==> config.mk <==
export PLATFORM = sky130hd
export DESIGN_NAME = hit_select
export DESIGN_NICKNAME = d
export VERILOG_FILES = /design/src/rtl/l2tlb_pkg.sv /design/src/rtl/hit_select.sv
export SDC_FILE = /design/constraint.sdc
export NUM_CORES = 1
export LEC_CHECK = 0
export BUFFER_PORTS_ARGS = -buffer_cell sky130_fd_sc_hd__clkbuf_2
export CAP_MARGIN = 20
export CORE_AREA = 2 2 39 41
export DETAILED_ROUTE_END_ITERATION = 6
export DIE_AREA = 0 0 41 43
export PLACE_DENSITY = 0.75
export SYNTH_ARGS = -nofsm -noshare
export SYNTH_HDL_FRONTEND = slang
export SYNTH_SLANG_ARGS = --single-unit
export TNS_END_PERCENT = 100
==> constraint.sdc <==
create_clock -name vclk -period 3.9
set_input_delay 0.78 -clock vclk [all_inputs]
set_output_delay 0.78 -clock vclk [all_outputs]
set_load 0.01 [all_outputs]
==> src/rtl/l2tlb_pkg.sv <==
`default_nettype none

package l2tlb_pkg;

   // Address widths
   localparam int S_ADDR_W = 32;             // Virtual address on the slave side
   localparam int M_ADDR_W = 40;             // Physical address on the master side
   localparam int PAGE_W   = 12;             // 4 KiB pages
   localparam int VPN_W    = S_ADDR_W - PAGE_W;
   localparam int PPN_W    = M_ADDR_W - PAGE_W;

   // TLB geometry
   localparam int N_SETS    = 32;
   localparam int SET_W     = 5;
   localparam int N_OFFSETS = 4;             // Steps per set and port
   localparam int OFFSET_W  = 2;
   localparam int N_BANKS   = 4;
   localparam int BANK_W    = 2;

   // Set and offset of one search step, shared by both ports
   localparam int SRCH_ADDR_W = SET_W + OFFSET_W;

   // Entry address inside a bank is {set, port, offset}
   localparam int VA_ADDR_W = SET_W + 1 + OFFSET_W;
   localparam int VA_DEPTH  = N_SETS * 2 * N_OFFSETS;
   localparam int VA_DATA_W = VPN_W + 4;

   // PA table index is {entry, bank}
   localparam int PA_ADDR_W = VA_ADDR_W + BANK_W;
   localparam int PA_DEPTH  = VA_DEPTH * N_BANKS;

   // Configuration port
   localparam int CFG_ADDR_W = 32;
   localparam int CFG_DATA_W = 64;

   // Flag bits of a VA entry, above the VPN
   localparam int FLAG_VALID = VPN_W;
   localparam int FLAG_RD    = VPN_W + 1;
   localparam int FLAG_WR    = VPN_W + 2;
   localparam int FLAG_COH   = VPN_W + 3;

   typedef enum logic [1:0] {
      S_IDLE,
      S_SEARCH,
      S_DONE
   } search_state_t;

   typedef enum logic [1:0] {
      O_IDLE,
      O_WAIT_WRITE,
      O_SEND
   } out_state_t;

endpackage

`default_nettype wire

==> src/rtl/hit_select.sv <==
`timescale 1ns/1ps
`default_nettype none

module hit_select import l2tlb_pkg::*; (
   input  logic [N_BANKS-1:0][1:0] hit_i,
   input  logic [N_BANKS-1:0][1:0] prot_i,
   input  logic [N_BANKS-1:0][1:0] coh_i,
   input  logic [SRCH_ADDR_W-1:0]  raddr_q_i,
   output logic                    hit_o,
   output logic                    prot_o,
   output logic                    multi_o,
   output logic                    coh_o,
   output logic [PA_ADDR_W-1:0]    pa_idx_o
);

   logic [BANK_W-1:0] win_bank;
   logic              win_port;
   logic [BANK_W+1:0] n_hits;              // Up to 2 * N_BANKS ways

   // Walk downwards so the lowest bank and port 0 win last
   always_comb begin
      hit_o    = 1'b0;
      coh_o    = 1'b0;
      win_bank = '0;
      win_port = 1'b0;
      n_hits   = '0;
      for (int b = N_BANKS - 1; b >= 0; b--) begin
         for (int p = 1; p >= 0; p--) begin
            if (hit_i[b][p]) begin
               hit_o    = 1'b1;
               coh_o    = coh_i[b][p];
               win_bank = BANK_W'(b);
               win_port = 1'(p);
            end
            n_hits = n_hits + (BANK_W+2)'(hit_i[b][p]);
         end
      end
   end

   assign prot_o  = |prot_i;
   assign multi_o = n_hits > (BANK_W+2)'(1);  // Only within this search step

   // Entry times N_BANKS plus bank
   assign pa_idx_o = {raddr_q_i[SRCH_ADDR_W-1:OFFSET_W], win_port,
                      raddr_q_i[OFFSET_W-1:0], win_bank};

endmodule

`default_nettype wire

==> flow_summary.yaml <==
sta:
  worst_slack_ns: -0.2680
  final.period_utilization_pct: 106.9
  finalMaxSlewViolations: 0
  period_minus_slack_ns: 4.168
  setup_viol: 1
  fmax_ghz: 0.2399
  slew_headroom_pct: 78.10
  hold_violations: 0
  worst_pin_slew_ns: 0.3255
  rsz0062_at_grt: "yes"
power_and_ir_drop:
  power_density_nw_per_um2: 161.8
  p_clk_share_pct: 0
  seq_power_share_pct: 0
  power.internal_uw: 45.51
  p_leak_uw: 0.0003081
  peakVddDrop_v: 0.00008393
  combinationalPowerShare_pct: 100.0
  p_switching_uw: 44.97
  p_sw_share_pct: 49.70
grt:
  overflow: 0
  grt_pass1_vias: 375
  grt_antenna_before_repair: 0
  grt_max_degree: 7
  grt_first_pass_wirelength_microns: 1400
  track_usage_pct: 10.45
route:
  routed_wl_microns: 823
  firstDrtPassIters: 4
  drt_iter0_drc: 2
  wl_per_cell_microns: 8.069
  drcViolationCount: 0
  viasPerCell: 4.549
  ant_nets: 0
  via_count: 464
job:
  drv_cap: 0
run_status:
  status: "finished, violations left"
  violations: "setup timing"
critical_path:
  path_cells: "clkbuf_2 -> fa_1 -> inv_1 -> fa_1 -> fa_1 -> inv_1 -> ha_2 -> inv_2 -> fa_2 -> nor2_2 -> nand2_1 -> a21oi_2 -> o21ai_2 -> clkbuf_2"
  path_max_fanout: 2
  endpoint: "multi_o"
  endpoint_kind: "primary output"
  cp.arrival_ns: 3.39
  crit_top_cell: "fa_1"
  critical_path_class: "in2out"
  crit_path_start_kind: "input pin"
  max_stage_delay_ns: 0.53
  cp_slowest_cell: "fa_1"
  required_ns: 3.12
  crit_start: "hit_i[0]"
logic_synthesis:
  yosysUniqueCellTypes: 18
  synth.most_common_cell: "inv_1"
  yosysSeqAreaShare_pct: 0
  synth.top_cell.area_share_pct: 20.06
  syn_area_per_cell_sq_um: 6.765
  synth_area_sq_um: 399.1
  ys.warnings.count: 0
  synthTopCellsByArea: "fa_1 20%, buf_4 15%, inv_1 11%, ha_1 9.4%, nor4_1 6.3%"
  yosysTopAreaCell: "fa_1"
  ys_top_cells_by_count: "12 x inv_1, 8 x buf_4, 6 x nand2_1"
  syn_inst: 59
  syn_nets: 97
floorplanning:
  placementRows: 14
  core_area_sq_um: 1384
  start_util_pct: 28.84
  io_pins: 45
  die_y_microns: 43
  die-width_microns: 41
  dieArea_sq_um: 1763
placement:
  globalplace.congestion: 0.7179
  dpl_cell_area_sq_um: 556.8
  place_ws_ns: -0.3130
  place_hpwl_microns: 790.1
  numPortBuffers: 31
layout:
  drive_gt1_share_pct: 47.67
  area_delta_synth_final_pct: 40.13
  multi_input_area_sq_um: 309.0
  final_area_sq_um: 559.3
  num-clock-buffers: 0
  seq_area_sq_um: 0
  fin_nets: 126
  antenna_cells: 0
  nFlopsAndLatches: 0
  fill_cells: 142
clock_network:
  ctsHoldBuffers: 0
  cts_setup_buffers: 0
hold_path:
  hp-class: "in2out"
  whs_path_depth: 0
cells by family (layout without fill, tap and decap cells):
| family | count (synthesis) | after routing | synth area share [%] |
|---|---|---|---|
| buf+inv | 20 | 47 | 26.33 |
| fa+ha+maj | 7 | 7 | 29.47 |
| simple gates | 20 | 20 | 25.39 |
| compound gates | 12 | 12 | 18.81 |
placed cells by master, fill, tap and decap left out, types with 3 or more instances in the layout:
master,instances
clkbuf_2,31
nand2_1,6
buf_4,4
nor2_1,3
inv_1,11
nor4_1,4
fa_1,3
a21oi_1,3
critical path: cells and delay by family:
family / cells / cell delay [ns]
simple gates: 2 / 0.14
buf+inv: 5 / 0.38
fa+ha+maj: 5 / 1.93
compound gates: 2 / 0.16
final cells by class:
class | count | share of cell area [%]
inverter | 12 | 8.054
multi-input combinational | 39 | 55.26
tap | 16 | 3.579
timing repair buffer | 35 | 33.11
layer usage:
layer / track usage (%) / vias up / share of wire (%)
met5: 0 / - / 0
met4: 0 / 0 / 0
met3: 1.047 / 0 / 11
met2: 16.25 / 25 / 47
met1: 16.13 / 195 / 42
li1: - / 244 / -
how the worst min path moves through the flow:
stage | slack [ns] | end | start
floorplan | 1.65 | pa_idx_o[2] | raddr_q_i[0]
global placement | 1.56 | pa_idx_o[6] | raddr_q_i[3]
detailed placement | 1.56 | pa_idx_o[6] | raddr_q_i[3]
CTS | 1.56 | pa_idx_o[6] | raddr_q_i[3]
global route | 1.56 | pa_idx_o[2] | raddr_q_i[0]
finish | 1.56 | pa_idx_o[2] | raddr_q_i[0]
power groups by stage:
stage	Clock (uW)	Sequential, uW	Combinational [uW]
after floorplan	0	0	62.3
after global placement	0	0	87.0
after detailed placement	0	0	89.3
after CTS	0	0	90.5
after global routing	0	0	103
final	0	0	90.5
per-stage QoR:
step | TNS [ns] | power (uW) | util, % | hold WS (ns) | cells
after floorplan | -0.05273 | 62.26 | - | 1.652 | 59
after global placement | -0.2855 | 86.97 | 40.24 | 1.560 | 102
after detailed placement | -0.3130 | 89.32 | 40.24 | 1.560 | 102
after CTS | -0.2949 | 90.55 | 40.24 | 1.560 | 102
after global routing | -0.4072 | 103.4 | 40.42 | 1.560 | 102
final | -0.2680 | 90.48 | 40.42 | 1.560 | 102
repair_timing:
item / CTS / global route
endpoints found under the hold margin: 0 / 0
gates resized for setup: 1 / 1
cloned: 0 / 0
setup endpoints to repair: 1 / 1
pin swaps: 1 / 0
No activity file was read; power rests on OpenSTA's default activity.
