### config.mk
export PLATFORM = sky130hd
export DESIGN_NAME = lookup_ctrl
export DESIGN_NICKNAME = d
export VERILOG_FILES = /design/src/rtl/l2tlb_pkg.sv /design/src/rtl/lookup_ctrl.sv
export SDC_FILE = /design/constraint.sdc
export NUM_CORES = 1
export LEC_CHECK = 0
export BUFFER_PORTS_ARGS = -buffer_cell sky130_fd_sc_hd__buf_2
export CAP_MARGIN = 20
export CORE_ASPECT_RATIO = 0.9
export CORE_MARGIN = 1
export CORE_UTILIZATION = 34
export DETAILED_ROUTE_END_ITERATION = 12
export GPL_TIMING_DRIVEN = 0
export PLACE_DENSITY = 0.73
export SYNTH_ARGS = -nofsm -noshare
export SYNTH_HDL_FRONTEND = slang
export SYNTH_SLANG_ARGS = --single-unit
### constraint.sdc
create_clock -name clk_i -period 1.3 [get_ports clk_i]
set_input_delay 0.195 -clock clk_i [delete_from_list [all_inputs] [get_ports clk_i]]
set_output_delay 0.195 -clock clk_i [all_outputs]
set_load 0.01 [all_outputs]
### src/rtl/l2tlb_pkg.sv
`default_nettype none

package l2tlb_pkg;

   // Address widths
   localparam int S_ADDR_W = 32;             // Virtual address on the slave side
   localparam int M_ADDR_W = 40;             // Physical address on the master side
   localparam int PAGE_W   = 12;             // 4 KiB pages
   localparam int VPN_W    = S_ADDR_W - PAGE_W;
   localparam int PPN_W    = M_ADDR_W - PAGE_W;

   // TLB geometry
   localparam int N_SETS    = 32;
   localparam int SET_W     = 5;
   localparam int N_OFFSETS = 4;             // Steps per set and port
   localparam int OFFSET_W  = 2;
   localparam int N_BANKS   = 4;
   localparam int BANK_W    = 2;

   // Set and offset of one search step, shared by both ports
   localparam int SRCH_ADDR_W = SET_W + OFFSET_W;

   // Entry address inside a bank is {set, port, offset}
   localparam int VA_ADDR_W = SET_W + 1 + OFFSET_W;
   localparam int VA_DEPTH  = N_SETS * 2 * N_OFFSETS;
   localparam int VA_DATA_W = VPN_W + 4;

   // PA table index is {entry, bank}
   localparam int PA_ADDR_W = VA_ADDR_W + BANK_W;
   localparam int PA_DEPTH  = VA_DEPTH * N_BANKS;

   // Configuration port
   localparam int CFG_ADDR_W = 32;
   localparam int CFG_DATA_W = 64;

   // Flag bits of a VA entry, above the VPN
   localparam int FLAG_VALID = VPN_W;
   localparam int FLAG_RD    = VPN_W + 1;
   localparam int FLAG_WR    = VPN_W + 2;
   localparam int FLAG_COH   = VPN_W + 3;

   typedef enum logic [1:0] {
      S_IDLE,
      S_SEARCH,
      S_DONE
   } search_state_t;

   typedef enum logic [1:0] {
      O_IDLE,
      O_WAIT_WRITE,
      O_SEND
   } out_state_t;

endpackage

`default_nettype wire

### src/rtl/lookup_ctrl.sv
`timescale 1ns/1ps
`default_nettype none

module lookup_ctrl import l2tlb_pkg::*; (
   input  logic                   clk_i,
   input  logic                   rst_ni,
   input  logic                   start_i,
   input  logic                   rw_type_i,
   output logic                   busy_o,
   input  logic                   bank_we_i,
   input  logic                   pa_we_i,
   output logic                   search_en_o,
   output logic [SRCH_ADDR_W-1:0] search_addr_o,
   input  logic [SET_W-1:0]       set_i,
   input  logic                   res_valid_i,
   input  logic                   hit_i,
   input  logic                   prot_i,
   input  logic                   multi_i,
   input  logic                   coh_i,
   input  logic [PA_ADDR_W-1:0]   pa_idx_i,
   output logic                   pa_re_o,
   output logic [PA_ADDR_W-1:0]   pa_raddr_o,
   input  logic                   out_ready_i,
   output logic                   out_valid_o,
   output logic                   hit_o,
   output logic                   miss_o,
   output logic                   prot_o,
   output logic                   multi_o,
   output logic                   coh_o
);

   search_state_t        search_q, search_d;
   out_state_t           out_q, out_d;
   logic [OFFSET_W-1:0]  rd_off_q;          // Offset being read
   logic [OFFSET_W-1:0]  cmp_off_q;         // Offset being compared
   logic                 search_done;
   logic                 send_done;
   logic                 load_flags;
   logic                 clean_hit;
   logic                 found_hit_q, found_prot_q, found_multi_q, found_coh_q;
   logic [PA_ADDR_W-1:0] found_idx_q;

   assign busy_o        = (search_q != S_IDLE);
   assign search_en_o   = (search_q == S_SEARCH) && !bank_we_i;  // VA writes pause the walk
   assign search_addr_o = {set_i, rd_off_q};
   assign search_done   = (search_q == S_SEARCH) && res_valid_i &&
                          (hit_i || prot_i || multi_i || cmp_off_q == OFFSET_W'(N_OFFSETS - 1));
   assign out_valid_o   = (out_q == O_SEND);
   assign send_done     = out_valid_o && out_ready_i;
   assign clean_hit     = found_hit_q && !found_prot_q && !found_multi_q;
   assign pa_raddr_o    = found_idx_q;

   ////////////////////
   // Search FSM
   ////////////////////
   always_comb begin
      search_d = search_q;
      unique case (search_q)
         S_IDLE:   if (start_i) search_d = S_SEARCH;
         S_SEARCH: if (search_done) search_d = S_DONE;
         S_DONE:   if (send_done) search_d = S_IDLE;
         default:  search_d = S_IDLE;
      endcase
   end

   always_ff @(posedge clk_i) begin
      if (!rst_ni) begin
         search_q  <= S_IDLE;
         rd_off_q  <= '0;
         cmp_off_q <= '0;
      end else begin
         search_q <= search_d;
         if (search_q == S_IDLE) begin
            rd_off_q  <= '0;
            cmp_off_q <= '0;
         end else begin
            if (search_en_o) rd_off_q <= rd_off_q + 1'b1;
            if (res_valid_i) cmp_off_q <= cmp_off_q + 1'b1;
         end
      end
   end

   // Outcome of the walk kept until the result is sent
   always_ff @(posedge clk_i) begin
      if (search_done) begin
         found_hit_q   <= hit_i;
         found_prot_q  <= prot_i;
         found_multi_q <= multi_i;
         found_coh_q   <= coh_i;
         found_idx_q   <= pa_idx_i;
      end
   end

   ////////////////////
   // Result FSM
   ////////////////////
   always_comb begin
      out_d      = out_q;
      pa_re_o    = 1'b0;
      load_flags = 1'b0;
      unique case (out_q)
         O_IDLE: begin
            if (search_q == S_DONE) begin
               if (clean_hit && pa_we_i) begin
                  out_d = O_WAIT_WRITE;        // Table busy with a config write
               end else begin
                  out_d      = O_SEND;
                  load_flags = 1'b1;
                  pa_re_o    = clean_hit;      // Faults and misses need no PPN
               end
            end
         end
         O_WAIT_WRITE: begin
            if (!pa_we_i) begin
               out_d      = O_SEND;
               load_flags = 1'b1;
               pa_re_o    = 1'b1;
            end
         end
         O_SEND:  if (out_ready_i) out_d = O_IDLE;
         default: out_d = O_IDLE;
      endcase
   end

   always_ff @(posedge clk_i) begin
      if (!rst_ni) begin
         out_q   <= O_IDLE;
         hit_o   <= 1'b0;
         miss_o  <= 1'b0;
         prot_o  <= 1'b0;
         multi_o <= 1'b0;
         coh_o   <= 1'b0;
      end else begin
         out_q <= out_d;
         if (load_flags) begin
            hit_o   <= found_hit_q;
            miss_o  <= !found_hit_q;
            prot_o  <= found_prot_q;
            multi_o <= found_multi_q;
            coh_o   <= clean_hit && found_coh_q;  // Only with a translation
         end else if (send_done) begin
            hit_o   <= 1'b0;
            miss_o  <= 1'b0;
            prot_o  <= 1'b0;
            multi_o <= 1'b0;
            coh_o   <= 1'b0;
         end
      end
   end

   // Back-pressure holds the whole result
   a_out_stable: assert property (@(posedge clk_i) disable iff (!rst_ni)
      out_valid_o && !out_ready_i |=>
         out_valid_o && $stable({hit_o, miss_o, prot_o, multi_o, coh_o}))
      else $error("lookup_ctrl: result changed under back-pressure");

   // Request fields must not move during a lookup
   a_req_stable: assert property (@(posedge clk_i) disable iff (!rst_ni)
      busy_o && !send_done |=> $stable({rw_type_i, set_i}))
      else $error("lookup_ctrl: request changed while busy");

endmodule

`default_nettype wire

==> results by group, run 1 <==
Route
  – DRT Wirelength: 2.18 mm
  – DRT antenna net count: 0
  – Routed wire per std cell: 11.4 um
  – Residual DRC count: 0
  – Drt first pass iters: 4
  – DRT iter0 DRCs: 26
  – Avg Vias per Cell: 4.62
  – Vias: 887

Pwr
  – Clock share of power: 28.2%
  – Pwr dens: 1020 nW/um2
  – Sw frac: 22.6%
  – Total power: 0.00164 W
  – Sequential power share: 57.9%
  – Leakage power: 0.693 nW
  – Net Sw Power: 0.000371 W
  – Comb pwr share: 13.8%
  – Max VDD drop: 0.767 mV
  – P_int: 0.00127 W

Clock tree
  – Clk sinks: 27
  – CTS max path bufs: 2
  – TritonCTS clock tree: yes
  – Clock root buffer master: clkbuf_8
  – Total CTS buffers: 3
  – Cts hold-fix bufs: 0
  – Clk slew on worst S/H paths: 0.09 ns
  – H-tree Lvls: 1
  – Clock insertion delay at the later pin of the skew report: 0.27 ns

Worst hold path
  – Hold Crit Class: primary input to flip-flop

Logic synthesis
  – Post-synth net total: 118
  – Sequential-to-total area share from yosys stat: 58.8%
  – Unique masters post-synth: 34
  – Synthesized cell area: 1160 um2
  – Syn Area/Cell: 12.9 um2
  – Post-synth top cells: edfxtp_1, dfxtp_1, buf_4, nand2_1, nor2_1
  – Yosys top cell by area: edfxtp_1
  – Top cell type's share of synthesized area: 36.3%
  – Synth async-reset ratio: 0%
  – Number of synthesized flops with an enable pin: 14
  – Ranking of synthesized cells by area: edfxtp_1, dfxtp_1, mux2i_1
  – Yosys warnings: 0
  – Yosys reg bits: 27
  – Prevailing post-synth register cell: edfxtp_1
  – Most frequent cell after synthesis: edfxtp_1
  – Synth Instances: 90

Setup path
  – Crit Path Max Fanout: 2
  – Data arrival time of the worst path: 1.35 ns
  – Type of origin of the critical path: flip-flop
  – Worst setup EP type: primary output
  – Req. time, crit path: 1.11 ns
  – Flop2flop setup slack: -0.07 ns
  – Crit Path Class: flip-flop to primary output

STA
  – Setup TNS: -1.32 ns
  – Part of the cycle the worst path needs: 119%
  – Clock skew: 0.00229 ns
  – Final Max Tran Viols: 0
  – Fmax: 647 MHz
  – Minimum clock period: 1.55 ns
  – Slew margin rel.: 71.6%
  – Final hold viol count: 0
  – RSZ-0062 raised after global routing: yes
  – Setup WS post-layout: -0.246 ns
  – Worst slew pin tran: 0.426 ns
  – Final setup fails: 19

Place
  – Dpl hpwl: 1.64 mm
  – GP Congestion: 0.704
  – Port bufs: 46

Final layout
  – Filler Cell Count: 305
  – Synthesis-to-layout area growth: 39.0%
  – Share of cells above drive strength 1: 55.3%
  – Multi-input gate area: 445 um2
  – Antenna fix cells: 0
  – FF/Latch Area: 687 um2
  – Final Util: 51.3%
  – NumNets Final: 179

GRT
  – Largest net degree at the start of global routing: 15
  – Vias in the first global route: 818
  – Global Route Usage Sum: 12.3%
  – First-pass GRT wire length: 3.46 mm
  – Initial antenna violation count: 0
  – GRT overflow: 0

Die
  – Site row count: 19
  – Ports: 53
  – Initial Util: 36.9%
  – Die area: 3640 um2
  – Die H: 57.4 um
  – Die width: 63.5 um
  – Core area: 3140 um2

Status
  – Failing checks: setup timing
  – Result of the run: finished, violations left

Flow run
  – Max-cap violations: 0
-- cells in the final DEF (no fill, tap or decap), drive strengths merged, types with 2 or more instances in the layout --
cell     instances
buf             62
edfxtp          14
dfxtp           13
nor2             6
nand2            5
clkbuf           5
nor3b            5
mux2i            4
nand3b           3
xnor2            3
nand3            3
a21oi            3
inv              3
and3             2
o2bb2ai          2
nor2b            2
o21ai            2
-- metrics by stage --
stage | worst slack [ns] | area, um2 | std cells | hold WS [ns]
global placement | -0.0539 | 1450 | 178 | 0.373
finish | -0.246 | 1610 | 192 | 0.0938
global route | -0.299 | 1610 | 192 | 0.0764
CTS | -0.261 | 1530 | 185 | 0.0862
detailed placement | -0.0847 | 1450 | 178 | 0.373
floorplan | 0.00153 | 1160 | 90 | 0.294
-- layout make-up --
cell class	count	share of cell area [%]
Multi-Input combinational cell	53	27.7
Sequential cell	27	42.7
Timing Repair Buffer	56	19.4
Buffer	7	3.27
Tap cell	42	3.27
Clock buffer	4	2.80
Inverter	3	0.855
-- logic make-up (layout without fill, tap and decap cells) --
logic type	after synthesis	count (layout)	synth area share [%]
AOI/OAI and AO/OA	10	10	7.57
buffers and inverters	10	70	5.51
muxes	4	4	3.46
xor gates and xnor gates	3	3	2.27
and+or+nand+nor	35	35	21.3
adders and majority gates	1	1	1.08
DFF	27	27	58.8
-- metal layers --
metal  part of all wire (%)  wire length (um)  global-route usage, %  vias up
li1                       -                 -                      -      444
met1                     46               997                   15.1      413
met2                     48              1040                   20.5       30
met3                    6.4               140                   4.60        0
met4                      0                 0                   3.25        0
met5                      0                 0                      0        -
-- critical path, stage by stage, from the launching register on --
cell,delay (ns)
edfxtp_1,0.43
nor3b_4,0.24
a21oi_2,0.08
nor3_2,0.18
buf_2,0.15
-- power groups by stage --
stage | Clock, W | Combinational (W) | Sequential (W)
floorplan | 0 | 0.0000995 | 0.000977
global placement | 0 | 0.000181 | 0.000969
finish | 0.000463 | 0.000226 | 0.000951
global route | 0.000514 | 0.000248 | 0.000955
detailed placement | 0 | 0.000185 | 0.000972
CTS | 0.000483 | 0.000192 | 0.000954
-- state kept, by name (all words and copies together), names as in the netlist --
name	count
prot_o	1
search_q	2
found_multi_q	1
multi_o	1
hit_o	1
pa_raddr_o	10
rd_off_q	2
found_hit_q	1
found_coh_q	1
miss_o	1
out_q	2
cmp_off_q	2
found_prot_q	1
coh_o	1
-- final timing paths --
path / startpoint / endpoint / cells after the start
worst min register to register: hit_o / hit_o / 2
worst min-delay path: pa_idx_i[0] / pa_raddr_o[0] / 1
worst max register to register: cmp_off_q[0] / found_prot_q / 4
worst max-delay path: found_multi_q / pa_re_o / 4
-- timing repair --
item                       CTS  global route
gates resized for setup      5             8
setup buffers                3             7
pin swaps                    2             6
setup endpoints to repair   17            21
No activity file was read; power rests on OpenSTA's default activity.
==> run 2, diff against run 1 <==
CORE_MARGIN = 5   (was 1)
==> results by group, run 2 (same netlist as run 1, synthesis figures left out) <==
STA
  – Final Max Tran Viols: 0
  – Part of the cycle the worst path needs: 120%
  – RSZ-0062 raised after global routing: yes
  – Worst slew pin tran: 0.421 ns
  – Fmax: 643 MHz
  – Clock skew: 0.00254 ns
  – Final setup fails: 17
  – Minimum clock period: 1.55 ns
  – Slew margin rel.: 71.9%
  – Final hold viol count: 0
  – Setup WS post-layout: -0.254 ns

GRT
  – Initial antenna violation count: 0
  – GRT overflow: 0
  – Largest net degree at the start of global routing: 16
  – First-pass GRT wire length: 3.99 mm
  – Global Route Usage Sum: 10.7%
  – Vias in the first global route: 854

Clock tree
  – Total CTS buffers: 3
  – Clock insertion delay at the later pin of the skew report: 0.27 ns
  – Clk sinks: 27
  – H-tree Lvls: 1
  – TritonCTS clock tree: yes
  – Clock root buffer master: clkbuf_8
  – Cts hold-fix bufs: 0
  – Clk slew on worst S/H paths: 0.09 ns
  – CTS max path bufs: 2

Pwr
  – Sw frac: 22.8%
  – Max VDD drop: 0.768 mV
  – Comb pwr share: 14.0%
  – Total power: 0.00164 W
  – P_int: 0.00127 W
  – Leakage power: 0.697 nW
  – Pwr dens: 1020 nW/um2
  – Clock share of power: 28.0%
  – Sequential power share: 58.0%
  – Net Sw Power: 0.000373 W

Final layout
  – Commonest non-fill, non-tap cell in the layout: buf_2
  – Share of cells above drive strength 1: 56.0%
  – Antenna fix cells: 0
  – Post-route cell area: 1610 um2
  – Filler Cell Count: 314
  – NumNets Final: 179
  – Max reg flops: 10
  – Synthesis-to-layout area growth: 38.8%
  – Commonest non-fill, non-tap cells in the layout: buf_2, edfxtp_1, buf_4

Place
  – Pre-CTS setup slack: -0.0919 ns
  – Placement Cell Area: 1450 um2
  – Dpl hpwl: 1.94 mm
  – GP Congestion: 0.741
  – Port bufs: 46

Setup path
  – Crit Path Max Fanout: 3
  – Data arrival time of the worst path: 1.36 ns
  – Worst setup EP type: primary output
  – Crit-path slowest cell: edfxtp_1
  – Critical Path Max Stage Delay: 0.46 ns
  – Type of origin of the critical path: flip-flop
  – CP Cell Sequence: nor3b_4, a21oi_1, nor3_1, buf_2
  – Crit Path Class: flip-flop to primary output
  – Req. time, crit path: 1.11 ns

Route
  – DRT Wirelength: 2.57 mm
  – Avg Vias per Cell: 4.58
  – DRT antenna net count: 0
  – Drt first pass iters: 4
  – DRT iter0 DRCs: 23
  – Vias: 889
  – Routed wire per std cell: 13.3 um
  – Residual DRC count: 0

Worst hold path
  – Hold Crit Class: primary input to flip-flop

Die
  – Die area: 4670 um2
  – Initial Util: 34.8%
  – Ports: 53
  – Die H: 65.4 um
  – Core area: 3330 um2
  – Die width: 71.5 um
  – Site row count: 20

Status
  – Result of the run: finished, violations left
  – Failing checks: setup timing

Flow run
  – Max-cap violations: 0
## run 2: area by class of cell
| type | count | area [um2] | share of cell area [%] |
|---|---|---|---|
| well taps | 44 | 55.1 | 3.43 |
| clock inverters | 1 | 5.00 | 0.312 |
| multi-input cells | 53 | 437 | 27.2 |
| clock buffers | 3 | 41.3 | 2.57 |
| flip-flops and latches | 27 | 689 | 42.9 |
| repair buffers | 56 | 313 | 19.5 |
| plain buffers | 7 | 52.6 | 3.27 |
| inverters | 3 | 13.8 | 0.857 |
## run 2: critical path: cells and delay by family (launching register included)
kind	cells	cell delay, ns
simple gates	2	0.38
flops	1	0.46
buf+inv	1	0.16
compound gates	1	0.08
## run 2: what timing repair did
item,in CTS,in global routing
hold endpoints to repair,0,0
endpoints found under the setup margin,18,21
gates resized for setup,6,7
buffers inserted,2,8
pin swaps,3,3
## run 2: routing by layer
| metal | part of all wire [%] | routed length [um] | vias up | global-route usage, % |
|---|---|---|---|---|
| met5 | 0 | 0 | - | 0 |
| met4 | 0.97 | 25 | 0 | 2.82 |
| met3 | 7.3 | 188 | 2 | 3.21 |
| met2 | 53 | 1370 | 32 | 18.6 |
| met1 | 38 | 985 | 413 | 12.9 |
| li1 | - | - | 442 | - |
## run 2: through the flow
stage	utilization [%]	std cells	TNS, ns	hold slack, ns
floorplan	-	90	0	0.294
global placement	43.5	180	-0.939	0.372
detailed placement	43.5	180	-1.16	0.373
CTS	45.8	186	-1.53	0.0911
global route	48.3	194	-2.05	0.0789
finish	48.3	194	-1.23	0.0971
## run 2: path summary, 6_finish.rpt
path | start | to | slack (ns) | cells past startpoint
setup / recovery | found_prot_q | pa_re_o | -0.25 | 4
setup reg to reg | cmp_off_q[0] | found_coh_q | -0.07 | 4
hold reg to reg | miss_o | miss_o | 0.48 | 2
hold / removal | pa_idx_i[1] | pa_raddr_o[1] | 0.1 | 1
## run 2: power groups by stage
stage               combinational, W  clock (W)  sequential, W
global route                0.000252   0.000515       0.000956
finish                      0.000230   0.000458       0.000951
detailed placement          0.000189          0       0.000973
global placement            0.000182          0       0.000970
CTS                         0.000195   0.000468       0.000955
floorplan                  0.0000995          0       0.000977
